==> config.mk <==
export PLATFORM = sky130hd
export DESIGN_NAME = audio_mixer_top_flat
export DESIGN_NICKNAME = d
export VERILOG_FILES = /design/src/mix_regs_pkg.sv /design/src/mix_sample_pkg.sv /design/src/axil_if.sv /design/src/axil_reg_file.sv /design/src/mix_gain_stage.sv /design/src/mix_sum_sat.sv /design/src/audio_mixer_top.sv /design/src/flat_wrapper.sv
export SDC_FILE = /design/constraint.sdc
export NUM_CORES = 2
export LEC_CHECK = 0
export BUFFER_PORTS_ARGS = -buffer_cell sky130_fd_sc_hd__clkbuf_2
export CAP_MARGIN = 15
export CELL_PAD_IN_SITES_DETAIL_PLACEMENT = 0
export CELL_PAD_IN_SITES_GLOBAL_PLACEMENT = 1
export CORE_ASPECT_RATIO = 1.1
export CORE_MARGIN = 8
export CORE_UTILIZATION = 35
export DETAILED_ROUTE_END_ITERATION = 12
export GPL_TIMING_DRIVEN = 0
export PLACE_DENSITY_LB_ADDON = 0.1
export SLEW_MARGIN = 5
export SYNTH_ARGS = -nofsm -noshare
export SYNTH_HDL_FRONTEND = slang
export SYNTH_SLANG_ARGS = --single-unit
==> constraint.sdc <==
create_clock -name clk_i -period 6.47 [get_ports clk_i]
set_input_delay 0.3235 -clock clk_i [delete_from_list [all_inputs] [get_ports clk_i]]
set_output_delay 0.3235 -clock clk_i [all_outputs]
set_load 0.01 [all_outputs]
==> src/mix_regs_pkg.sv <==
/* Mixer control block register map
   Register indices, bus widths and the bank, control and status types */
package mix_regs_pkg;

    // ======================================================================
    // Sizes
    // ======================================================================
    localparam int REG_NUM         = 4;
    localparam int REG_DATA_WIDTH  = 32;
    localparam int AXIL_ADDR_WIDTH = 32;
    localparam int REG_STRB_WIDTH  = REG_DATA_WIDTH / 8;
    localparam int COUNT_WIDTH     = 16;

    // ======================================================================
    // Register indices, byte offset is index * 4
    // ======================================================================
    localparam int REG_GAIN_A = 0;  // 0x0
    localparam int REG_GAIN_B = 1;  // 0x4
    localparam int REG_CTRL   = 2;  // 0x8
    localparam int REG_STATUS = 3;  // 0xC, read only

    // Whole register set as one value
    typedef logic [REG_NUM-1:0][REG_DATA_WIDTH-1:0] reg_bank_t;

    // Control word layout
    typedef struct packed {
        logic [REG_DATA_WIDTH-2:0] rsvd;
        logic                      enable;  // Bit 0
    } mix_ctrl_t;

    // Status word, out_count in the high half
    typedef struct packed {
        logic [COUNT_WIDTH-1:0] out_count;
        logic [COUNT_WIDTH-1:0] sat_count;
    } mix_status_t;

endpackage

==> src/mix_sample_pkg.sv <==
/* Mixer sample format
   Sample, gain and lane widths plus the stream structs of the datapath */
package mix_sample_pkg;

    localparam int SAMPLE_WIDTH = 16;  // Signed
    localparam int GAIN_WIDTH   = 16;  // Unsigned Q8.8
    localparam int GAIN_FRAC    = 8;
    localparam int LANE_WIDTH   = 24;  // Scaled sample after the shift

    localparam logic signed [SAMPLE_WIDTH-1:0] SAMPLE_MAX = 16'sh7fff;
    localparam logic signed [SAMPLE_WIDTH-1:0] SAMPLE_MIN = 16'sh8000;

    // Input stream, one pair per valid
    typedef struct packed {
        logic                           valid;
        logic signed [SAMPLE_WIDTH-1:0] sample_a;
        logic signed [SAMPLE_WIDTH-1:0] sample_b;
    } sample_pair_t;

    // One gain stage result
    typedef struct packed {
        logic                         valid;
        logic signed [LANE_WIDTH-1:0] value;
    } lane_t;

    // Mixer output
    typedef struct packed {
        logic                           valid;
        logic signed [SAMPLE_WIDTH-1:0] sample;
    } mix_out_t;

endpackage

==> src/axil_if.sv <==
/* AXI4-Lite bus with clock and reset, slave and master views */
`timescale 1ns/1ps

interface axil_if #(
    parameter int ADDR_WIDTH = 32,
    parameter int DATA_WIDTH = 32
) (
    input logic clk_i,
    input logic rstn_i
);

    localparam int STRB_WIDTH = DATA_WIDTH / 8;

    // Write address / data / response
    logic [ADDR_WIDTH-1:0] awaddr;
    logic [2:0]            awprot;
    logic                  awvalid;
    logic                  awready;
    logic [DATA_WIDTH-1:0] wdata;
    logic [STRB_WIDTH-1:0] wstrb;
    logic                  wvalid;
    logic                  wready;
    logic [1:0]            bresp;
    logic                  bvalid;
    logic                  bready;

    // Read address / data
    logic [ADDR_WIDTH-1:0] araddr;
    logic [2:0]            arprot;
    logic                  arvalid;
    logic                  arready;
    logic [DATA_WIDTH-1:0] rdata;
    logic [1:0]            rresp;
    logic                  rvalid;
    logic                  rready;

    modport slave (
        input  clk_i, rstn_i,
        input  awaddr, awprot, awvalid, output awready,
        input  wdata, wstrb, wvalid, output wready,
        output bresp, bvalid, input bready,
        input  araddr, arprot, arvalid, output arready,
        output rdata, rresp, rvalid, input rready
    );

    modport master (
        input  clk_i, rstn_i,
        output awaddr, awprot, awvalid, input awready,
        output wdata, wstrb, wvalid, input wready,
        input  bresp, bvalid, output bready,
        output araddr, arprot, arvalid, input arready,
        input  rdata, rresp, rvalid, output rready
    );

endinterface

==> src/axil_reg_file.sv <==
/* AXI4-Lite register bank with a write-side copy driving the design
   and a read-side copy captured from it that answers reads */
`timescale 1ns/1ps

module axil_reg_file #(
    parameter type  reg_t    = mix_regs_pkg::reg_bank_t,
    parameter reg_t REG_INIT = '0
) (
    input  reg_t                           rd_regs_i,
    input  logic [mix_regs_pkg::REG_NUM-1:0] rd_valid_i,

    output reg_t                           wr_regs_o,
    output logic [mix_regs_pkg::REG_NUM-1:0] wr_valid_o,

    axil_if.slave s_axil
);

    localparam int REG_NUM  = mix_regs_pkg::REG_NUM;
    localparam int DW       = mix_regs_pkg::REG_DATA_WIDTH;
    localparam int STRB_W   = mix_regs_pkg::REG_STRB_WIDTH;
    localparam int ADDR_LSB = $clog2(STRB_W);
    localparam int ADDR_MSB = ADDR_LSB + $clog2(REG_NUM) - 1;

    typedef logic [REG_NUM-1:0][DW-1:0] bank_arr_t;

    localparam bank_arr_t REG_INIT_ARR = bank_arr_t'(REG_INIT);

    logic                  clk_i;
    logic                  rstn_i;
    bank_arr_t             wr_reg;
    bank_arr_t             rd_reg;
    bank_arr_t             rd_cap;
    logic [REG_NUM-1:0]    wr_valid;
    logic [REG_NUM-1:0]    rd_valid;
    logic                  write_valid;
    logic                  wr_handshake;
    logic [ADDR_MSB-ADDR_LSB:0] wr_idx;
    logic [ADDR_MSB-ADDR_LSB:0] rd_idx;

    assign clk_i  = s_axil.clk_i;
    assign rstn_i = s_axil.rstn_i;

    assign write_valid  = s_axil.awvalid & s_axil.wvalid;
    assign wr_handshake = write_valid & s_axil.awready & s_axil.wready;
    assign wr_idx       = s_axil.awaddr[ADDR_MSB:ADDR_LSB];
    assign rd_idx       = s_axil.araddr[ADDR_MSB:ADDR_LSB];

    // Output and input staging, one cycle each
    always_ff @(posedge clk_i) begin
        wr_regs_o  <= reg_t'(wr_reg);
        wr_valid_o <= wr_valid;
        rd_cap     <= bank_arr_t'(rd_regs_i);
        rd_valid   <= rd_valid_i;
    end

    // ======================================================================
    // Write channel
    // ======================================================================
    always_ff @(posedge clk_i) begin
        if (!rstn_i) begin
            wr_reg   <= REG_INIT_ARR;
            wr_valid <= '0;
        end else begin
            wr_valid <= '0;  // Single-cycle pulse
            if (wr_handshake) begin
                for (int i = 0; i < STRB_W; i++) begin
                    if (s_axil.wstrb[i]) begin
                        wr_reg[wr_idx][i*8+:8] <= s_axil.wdata[i*8+:8];
                    end
                end
                wr_valid[wr_idx] <= 1'b1;
            end
        end
    end

    // AWREADY and WREADY pulse together
    always_ff @(posedge clk_i) begin
        if (!rstn_i) begin
            s_axil.awready <= 1'b0;
            s_axil.wready  <= 1'b0;
        end else begin
            s_axil.awready <= write_valid & ~s_axil.awready;
            s_axil.wready  <= write_valid & ~s_axil.wready;
        end
    end

    always_ff @(posedge clk_i) begin
        if (!rstn_i) begin
            s_axil.bvalid <= 1'b0;
            s_axil.bresp  <= 2'b00;
        end else if (wr_handshake) begin
            s_axil.bvalid <= 1'b1;
            s_axil.bresp  <= 2'b00;  // Always OKAY
        end else if (s_axil.bvalid & s_axil.bready) begin
            s_axil.bvalid <= 1'b0;
        end
    end

    // ======================================================================
    // Read side bank and read channel
    // ======================================================================
    always_ff @(posedge clk_i) begin
        if (!rstn_i) begin
            rd_reg <= REG_INIT_ARR;
        end else begin
            for (int r = 0; r < REG_NUM; r++) begin
                if (rd_valid[r]) begin
                    rd_reg[r] <= rd_cap[r];
                end
            end
        end
    end

    always_ff @(posedge clk_i) begin
        if (s_axil.arvalid) begin
            s_axil.rdata <= rd_reg[rd_idx];
            s_axil.rresp <= 2'b00;
        end
    end

    always_ff @(posedge clk_i) begin
        if (!rstn_i) begin
            s_axil.arready <= 1'b0;
            s_axil.rvalid  <= 1'b0;
        end else begin
            s_axil.arready <= s_axil.arvalid & ~s_axil.arready;
            if (s_axil.arvalid) begin
                s_axil.rvalid <= 1'b1;
            end else if (s_axil.rvalid & s_axil.rready) begin
                s_axil.rvalid <= 1'b0;
            end
        end
    end

    // Response held until the host takes it
    a_bvalid_hold: assert property (@(posedge clk_i) disable iff (!rstn_i)
        s_axil.bvalid && !s_axil.bready |=> s_axil.bvalid);

    a_awready_pulse: assert property (@(posedge clk_i) disable iff (!rstn_i)
        s_axil.awready |=> !s_axil.awready);

endmodule

==> src/mix_gain_stage.sv <==
/* One channel gain stage
   Signed sample times Q8.8 gain, shifted back to a registered lane value */
`timescale 1ns/1ps

module mix_gain_stage (
    input  logic                                        clk_i,
    input  logic                                        rstn_i,
    input  logic signed [mix_sample_pkg::SAMPLE_WIDTH-1:0] sample_i,
    input  logic                                        valid_i,
    input  logic [mix_sample_pkg::GAIN_WIDTH-1:0]       gain_i,
    output mix_sample_pkg::lane_t                       lane_o
);

    localparam int SW      = mix_sample_pkg::SAMPLE_WIDTH;
    localparam int GW      = mix_sample_pkg::GAIN_WIDTH;
    localparam int LW      = mix_sample_pkg::LANE_WIDTH;
    localparam int FRAC    = mix_sample_pkg::GAIN_FRAC;
    localparam int PROD_W  = SW + GW + 1;

    logic signed [GW:0]       gain_s;
    logic signed [PROD_W-1:0] product;
    logic                     lane_valid;
    logic signed [LW-1:0]     lane_value;

    assign gain_s  = signed'({1'b0, gain_i});  // Gain is unsigned
    assign product = sample_i * gain_s;

    always_ff @(posedge clk_i) begin
        if (!rstn_i) begin
            lane_valid <= 1'b0;
        end else begin
            lane_valid <= valid_i;
        end
    end

    // Arithmetic shift by FRAC, fits the lane without overflow
    always_ff @(posedge clk_i) begin
        lane_value <= product[FRAC +: LW];
    end

    assign lane_o = '{valid: lane_valid, value: lane_value};

    a_valid_known: assert property (@(posedge clk_i) disable iff (!rstn_i)
        !$isunknown(lane_o.valid));

endmodule

==> src/mix_sum_sat.sv <==
/* Summing stage
   Adds both lanes, clamps to the sample range and counts outputs and clamps */
`timescale 1ns/1ps

module mix_sum_sat (
    input  logic                          clk_i,
    input  logic                          rstn_i,
    input  mix_sample_pkg::lane_t         lane_a_i,
    input  mix_sample_pkg::lane_t         lane_b_i,
    input  logic                          enable_i,
    output mix_sample_pkg::mix_out_t      mix_o,
    output mix_regs_pkg::mix_status_t     status_o
);

    localparam int SW = mix_sample_pkg::SAMPLE_WIDTH;
    localparam int LW = mix_sample_pkg::LANE_WIDTH;
    localparam int CW = mix_regs_pkg::COUNT_WIDTH;

    logic signed [LW:0]    sum;
    logic signed [SW-1:0]  clamped;
    logic                  clip;
    logic                  take;
    logic                  mix_valid;
    logic signed [SW-1:0]  mix_sample;
    logic [CW-1:0]         sat_count;
    logic [CW-1:0]         out_count;

    assign sum  = lane_a_i.value + lane_b_i.value;
    assign take = enable_i & lane_a_i.valid;  // Dropped while disabled

    always_comb begin
        clip    = 1'b1;
        clamped = mix_sample_pkg::SAMPLE_MAX;
        if (sum > (LW+1)'(mix_sample_pkg::SAMPLE_MAX)) begin
            clamped = mix_sample_pkg::SAMPLE_MAX;
        end else if (sum < (LW+1)'(mix_sample_pkg::SAMPLE_MIN)) begin
            clamped = mix_sample_pkg::SAMPLE_MIN;
        end else begin
            clip    = 1'b0;
            clamped = sum[SW-1:0];
        end
    end

    // ======================================================================
    // Output register and counters, same edge
    // ======================================================================
    always_ff @(posedge clk_i) begin
        if (!rstn_i) begin
            mix_valid <= 1'b0;
            sat_count <= '0;
            out_count <= '0;
        end else begin
            mix_valid <= take;
            if (take) begin
                out_count <= out_count + 1'b1;  // Wraps
                if (clip) begin
                    sat_count <= sat_count + 1'b1;
                end
            end
        end
    end

    always_ff @(posedge clk_i) begin
        if (take) begin
            mix_sample <= clamped;
        end
    end

    assign mix_o    = '{valid: mix_valid, sample: mix_sample};
    assign status_o = '{out_count: out_count, sat_count: sat_count};

    // Both gain stages see the same input valid
    a_lanes_aligned: assert property (@(posedge clk_i) disable iff (!rstn_i)
        lane_a_i.valid == lane_b_i.valid);

endmodule

==> src/audio_mixer_top.sv <==
/* Two-channel audio mixer with AXI4-Lite control
   Register file, two gain stages and the summing stage */
`timescale 1ns/1ps

module audio_mixer_top (
    input  logic                          clk_i,
    input  logic                          rstn_i,
    axil_if.slave                         s_axil,
    input  mix_sample_pkg::sample_pair_t  pair_i,
    output mix_sample_pkg::mix_out_t      mix_o
);

    localparam int GW = mix_sample_pkg::GAIN_WIDTH;

    mix_regs_pkg::reg_bank_t                 wr_regs;
    mix_regs_pkg::reg_bank_t                 rd_regs;
    logic [mix_regs_pkg::REG_NUM-1:0]        wr_valid;
    logic [mix_regs_pkg::REG_NUM-1:0]        rd_valid;
    mix_regs_pkg::mix_ctrl_t                 ctrl;
    mix_regs_pkg::mix_status_t               status;
    mix_sample_pkg::lane_t                   lane_a;
    mix_sample_pkg::lane_t                   lane_b;

    // Config words read back as written, status always live
    always_comb begin
        rd_regs                           = wr_regs;
        rd_regs[mix_regs_pkg::REG_STATUS] = status;
        rd_valid                          = wr_valid;
        rd_valid[mix_regs_pkg::REG_STATUS] = 1'b1;
    end

    assign ctrl = mix_regs_pkg::mix_ctrl_t'(wr_regs[mix_regs_pkg::REG_CTRL]);

    axil_reg_file #(
        .reg_t    (mix_regs_pkg::reg_bank_t),
        .REG_INIT ('0)
    ) u_regs (
        .rd_regs_i  (rd_regs),
        .rd_valid_i (rd_valid),
        .wr_regs_o  (wr_regs),
        .wr_valid_o (wr_valid),
        .s_axil     (s_axil)
    );

    mix_gain_stage u_gain_a (
        .clk_i    (clk_i),
        .rstn_i   (rstn_i),
        .sample_i (pair_i.sample_a),
        .valid_i  (pair_i.valid),
        .gain_i   (wr_regs[mix_regs_pkg::REG_GAIN_A][GW-1:0]),
        .lane_o   (lane_a)
    );

    mix_gain_stage u_gain_b (
        .clk_i    (clk_i),
        .rstn_i   (rstn_i),
        .sample_i (pair_i.sample_b),
        .valid_i  (pair_i.valid),
        .gain_i   (wr_regs[mix_regs_pkg::REG_GAIN_B][GW-1:0]),
        .lane_o   (lane_b)
    );

    mix_sum_sat u_sum (
        .clk_i    (clk_i),
        .rstn_i   (rstn_i),
        .lane_a_i (lane_a),
        .lane_b_i (lane_b),
        .enable_i (ctrl.enable),
        .mix_o    (mix_o),
        .status_o (status)
    );

endmodule

==> src/flat_wrapper.sv <==
// flat-port wrapper written by rule: the top's interface ports become plain ports
module audio_mixer_top_flat 
  (clk_i, rstn_i, pair_i, mix_o, s_axil_awaddr, s_axil_awprot, s_axil_awvalid, s_axil_awready, s_axil_wdata, s_axil_wstrb, s_axil_wvalid, s_axil_wready, s_axil_bresp, s_axil_bvalid, s_axil_bready, s_axil_araddr, s_axil_arprot, s_axil_arvalid, s_axil_arready, s_axil_rdata, s_axil_rresp, s_axil_rvalid, s_axil_rready);
  axil_if #(.ADDR_WIDTH((mix_regs_pkg::AXIL_ADDR_WIDTH)), .DATA_WIDTH((mix_regs_pkg::REG_DATA_WIDTH))) s_axil_i (.clk_i(clk_i), .rstn_i(rstn_i));
  input  logic clk_i;
  input  logic rstn_i;
  input  mix_sample_pkg::sample_pair_t pair_i;
  output mix_sample_pkg::mix_out_t mix_o;
  input wire logic [$bits(s_axil_i.awaddr)-1:0] s_axil_awaddr;
  input wire logic [$bits(s_axil_i.awprot)-1:0] s_axil_awprot;
  input wire logic [$bits(s_axil_i.awvalid)-1:0] s_axil_awvalid;
  output wire logic [$bits(s_axil_i.awready)-1:0] s_axil_awready;
  input wire logic [$bits(s_axil_i.wdata)-1:0] s_axil_wdata;
  input wire logic [$bits(s_axil_i.wstrb)-1:0] s_axil_wstrb;
  input wire logic [$bits(s_axil_i.wvalid)-1:0] s_axil_wvalid;
  output wire logic [$bits(s_axil_i.wready)-1:0] s_axil_wready;
  output wire logic [$bits(s_axil_i.bresp)-1:0] s_axil_bresp;
  output wire logic [$bits(s_axil_i.bvalid)-1:0] s_axil_bvalid;
  input wire logic [$bits(s_axil_i.bready)-1:0] s_axil_bready;
  input wire logic [$bits(s_axil_i.araddr)-1:0] s_axil_araddr;
  input wire logic [$bits(s_axil_i.arprot)-1:0] s_axil_arprot;
  input wire logic [$bits(s_axil_i.arvalid)-1:0] s_axil_arvalid;
  output wire logic [$bits(s_axil_i.arready)-1:0] s_axil_arready;
  output wire logic [$bits(s_axil_i.rdata)-1:0] s_axil_rdata;
  output wire logic [$bits(s_axil_i.rresp)-1:0] s_axil_rresp;
  output wire logic [$bits(s_axil_i.rvalid)-1:0] s_axil_rvalid;
  input wire logic [$bits(s_axil_i.rready)-1:0] s_axil_rready;
  assign s_axil_i.awaddr = s_axil_awaddr;
  assign s_axil_i.awprot = s_axil_awprot;
  assign s_axil_i.awvalid = s_axil_awvalid;
  assign s_axil_awready = s_axil_i.awready;
  assign s_axil_i.wdata = s_axil_wdata;
  assign s_axil_i.wstrb = s_axil_wstrb;
  assign s_axil_i.wvalid = s_axil_wvalid;
  assign s_axil_wready = s_axil_i.wready;
  assign s_axil_bresp = s_axil_i.bresp;
  assign s_axil_bvalid = s_axil_i.bvalid;
  assign s_axil_i.bready = s_axil_bready;
  assign s_axil_i.araddr = s_axil_araddr;
  assign s_axil_i.arprot = s_axil_arprot;
  assign s_axil_i.arvalid = s_axil_arvalid;
  assign s_axil_arready = s_axil_i.arready;
  assign s_axil_rdata = s_axil_i.rdata;
  assign s_axil_rresp = s_axil_i.rresp;
  assign s_axil_rvalid = s_axil_i.rvalid;
  assign s_axil_i.rready = s_axil_rready;
  audio_mixer_top u_core (.clk_i(clk_i), .rstn_i(rstn_i), .s_axil(s_axil_i), .pair_i(pair_i), .mix_o(mix_o));
endmodule
==> impl_metrics.sql <==
INSERT INTO impl_metrics (metric_group, metric, value, unit) VALUES
('global_routing', 'grt_antenna_before_repair', '12', ''),
('synthesis', 'proportion_of_synthesized_chip_area_in_sequential_cells', '35.17', '%'),
('synthesis', 'synth.cell_area', '35060', 'sq um'),
('pwr', 'vdd.ir_drop.worst', '283.1', 'uV'),
('route', 'routedLengthMet1', '47260', 'um'),
('route', 'met3_routed_wirelength', '3354', 'um'),
('route', 'route.met2.wl', '51990', 'um'),
('route', 'finalWirelength', '104500', 'um'),
('synthesis', 'postSynthRegisterBits', '592', ''),
('clocking', 'cts_root_buffer', 'clkbuf_16', ''),
('min_path', 'worstHoldPathType', 'input port to register', ''),
('finish', 'final_core_utilization', '41.27', '%'),
('floorplan', 'die_width', '317.8', 'um'),
('floorplan', 'die_h', '347.9', 'um'),
('clocking', 'cts_tree', 'done', ''),
('clocking', 'clk_pin_slew_worst_paths', '0.06', 'ns'),
('floorplan', 'core.rowCount', '121', ''),
('pwr', 'clockPowerShare', '47.4', '%'),
('floorplan', 'starting_density_of_the_core', '35.36', '%'),
('critical_path', 'required_arrival_time_at_the_worst_endpoint', '6.95', 'ns'),
('synthesis', 'ys_dominant_reg_cell', 'dfxtp_1', ''),
('clocking', 'insertion_delay', '0.66', 'ns'),
('sta', 'min_period_over_period', '96.21', '%'),
('place', 'post-dp-hpwl', '81320', 'um'),
('route', 'drt-wirelength-per-cell', '20.57', 'um'),
('place', 'routabilityCongestion', '0.8319', ''),
('clocking', 'cts_made_buffers', '61', ''),
('sta', 'grt_setup_unrepaired', 'no', ''),
('route', 'via_per_inst', '4.690', ''),
('clocking', 'cts-htree-levels', '2', ''),
('synthesis', 'async_reset_ff_share', '0', '%'),
('place', 'port-buffer-count', '129', ''),
('sta', 'timing.final.crit_period', '6.225', 'ns'),
('floorplan', 'core_region_area', '99160', 'sq um'),
('floorplan', 'boundaryPins', '204', ''),
('synthesis', 'netlist_instances', '3467', ''),
('route', 'dr.max_layer_used', 'met4', ''),
('finish', 'area_growth', '16.73', '%'),
('critical_path', 'worst_case_reg_to_reg_path_depth', '21', ''),
('critical_path', 'crit_arrival', '6.71', 'ns'),
('synthesis', 'synth-edff-count', '48', ''),
('finish', 'post-route-cell-area', '40930', 'sq um'),
('pwr', 'internal-power', '6.182', 'mW'),
('global_routing', 'grt_util_all_layers', '19.00', '%'),
('sta', 'maximum_clock_frequency', '160.6', 'MHz'),
('route', 'first_pass_iters', '5', ''),
('global_routing', 'total_overflow_reported_by_the_global_router', '0', ''),
('pwr', 'power.static_leakage', '18.04', 'nW'),
('route', 'residual_antenna_violating_net_count_after_detailed_routing', '0', ''),
('global_routing', 'grt_start_max_net_pins', '35', ''),
('finish', 'nets', '4519', ''),
('pwr', 'power.density_cell_area', '197.9', 'nW/um^2'),
('sta', 'final_max_slew_viol_count', '0', ''),
('critical_path', 'cp_max_fo', '10', ''),
('sta', 'fin_skew', '0.05986', 'ns'),
('floorplan', 'dieArea', '110600', 'sq um'),
('route', 'detailroute.via_count', '23820', ''),
('clocking', 'cts_buffer_depth', '3', ''),
('pwr', 'sequentialPowerShare', '46.0', '%'),
('min_path', 'hold_depth', '3', ''),
('critical_path', 'setup.worst_path.end_class', 'register', ''),
('job', 'maxcap_violations', '0', ''),
('critical_path', 'worstSetupPathType', 'register to register', ''),
('sta', 'setup_viol_count_final', '0', ''),
('global_routing', 'first_global_vias', '25700', ''),
('global_routing', 'grt_first_pass_wirelength', '161000', 'um'),
('place', 'placement.cell_area', '37390', 'sq um'),
('synthesis', 'synth_cell_types', '73', ''),
('pwr', 'power_switching_share', '23.68', '%'),
('finish', 'drive_gt1_share', '11.42', '%'),
('synthesis', 'synth.yosys.warnings', '0', ''),
('route', 'drtIter0Drc', '1002', ''),
('pwr', 'power_frac_comb', '6.6', '%'),
('sta', 'measured_slew_at_the_worst_slew_check_pin', '1.173', 'ns'),
('critical_path', 'kind_of_launch_point_of_the_worst_setup_path', 'register', ''),
('sta', 'hold_violations', '0', ''),
('pwr', 'netSwitchingPower', '1.918', 'mW'),
('route', 'drc', '0', ''),
('clocking', 'cts.sink_count', '592', ''),
('sta', 'setup_total_negative_slack', '0', 'ns'),
('sta', 'worst_slew_slack_as_a_fraction_of_its_limit', '21.81', '%'),
('synthesis', 'postSynthAreaPerCell', '10.11', 'sq um'),
('outcome', 'outcome', 'completed', '');
## path summary, 6_finish.rpt
path | from | slack, ns | to
worst min-delay path | s_axil_wdata[11] | 0.08 | u_core.u_regs.wr_reg[43]
worst min register to register | u_core.u_regs.wr_reg[75] | 0.32 | u_core.u_regs.wr_regs_o[75]
worst max register to register | u_core.u_regs.wr_regs_o[15] | 0.25 | u_core.u_gain_a.lane_value[20]
worst max-delay path | u_core.u_regs.wr_regs_o[15] | 0.25 | u_core.u_gain_a.lane_value[20]
## per-stage QoR
step	hold slack, ns	power (mW)	cells	worst slack [ns]
5_1_grt	0.05184	8.401	5075	0.003511
3_5_place_dp	0.3121	4.329	4894	-1.626
6_report	0.07546	8.099	5080	0.2451
2_1_floorplan	0.3096	4.094	3470	0.2886
4_1_cts	0.02439	8.192	5069	0.001521
3_3_place_gp	0.3102	4.332	4890	-1.643
## power by group through the flow
| stage | Clock [mW] | Sequential (mW) | Combinational, mW |
|---|---|---|---|
| 6_report | 3.84 | 3.72 | 0.535 |
| 5_1_grt | 4.09 | 3.72 | 0.591 |
| 2_1_floorplan | 0 | 3.81 | 0.285 |
| 4_1_cts | 3.93 | 3.72 | 0.542 |
| 3_5_place_dp | 0 | 3.82 | 0.513 |
| 3_3_place_gp | 0 | 3.82 | 0.516 |
## cells by family after synthesis
family / after synthesis / synth area share, %
flip-flops: 592 / 35.17
XOR/XNOR: 72 / 1.799
buffers and inverters: 637 / 6.934
AO/OA/AOI/OAI: 304 / 5.371
multiplexers: 131 / 4.886
other: 1 / 0.01070
adder cells (fa/ha/maj): 641 / 31.16
AND/OR/NAND/NOR: 1089 / 14.66
## placed cells by master (no fill, tap or decap), types with 98 or more instances in the layout
master / Yosys / layout
a21oi_1: 156 / 153
mux2i_1: 98 / 98
nor2_1: 183 / 180
nand2_1: 437 / 437
fa_1: 387 / 385
ha_1: 254 / 251
dfxtp_1: 544 / 512
and2_1: 266 / 266
inv_1: 487 / 487
clkbuf_2: 2 / 135
## area by class of cell
class                           count  area, sq um
Antenna cell                        5        12.51
Buffer                            141        865.8
Clock buffer                       84         1848
Clock inverter                     31        431.7
Fill cell                        9842        58240
Inverter                          491         1844
Multi-Input combinational cell   2241        20550
Sequential cell                   592        12440
Tap cell                         1291         1615
Timing Repair Buffer              204         1320
## critical path: stages, from the launching register on
cell and delay [ns]:
dfxtp_2 0.54, clkbuf_4 0.32, nand2_1 0.10, fa_1 0.54
fa_1 0.55, inv_1 0.06, fa_1 0.48, fa_1 0.57
fa_1 0.51, inv_1 0.05, fa_1 0.49, inv_1 0.05
ha_1 0.33, nand4_1 0.11, nor2_1 0.20, a21oi_4 0.11
o21ai_2 0.20, a211oi_2 0.10, buf_4 0.16, o21bai_4 0.17
a21oi_1 0.13, xnor2_2 0.30
## cells in the mapped netlist (all sizes together), types with 17 or more instances
cell type,number,area (sq um)
dfxtp,544,10890
mux4,32,720.7
xnor2,41,359.1
nand3,84,420.4
edfxtp,48,1441
nor3,26,130.1
fa,387,7747
xor2,31,271.5
nand4,17,106.4
ha,254,3178
nand2,437,1640
a21oi,157,789.5
a21o,19,142.6
mux2i,98,980.9
nand2b,28,175.2
o21ai,48,251.5
nor2,184,693.2
buf,23,123.9
inv,489,1836
clkbuf,123,464.2
and2,266,1664
## per-layer routing
| layer | up-vias | GRT usage, % |
|---|---|---|
| met4 | 0 | 3.660 |
| met5 | - | 0 |
| met3 | 104 | 2.339 |
| met2 | 358 | 34.07 |
| met1 | 11840 | 24.64 |
| li1 | 11520 | - |
## repair_timing
item / 4_1_cts / 5_1_grt
setup buffers: 25 / 8
hold endpoints to repair: 84 / 0
hold buffers: 38 / 0
pin swaps: 17 / 16
setup endpoints to repair: 34 / 13
gates resized for setup: 173 / 21
(Power assumes the default switching activity.)
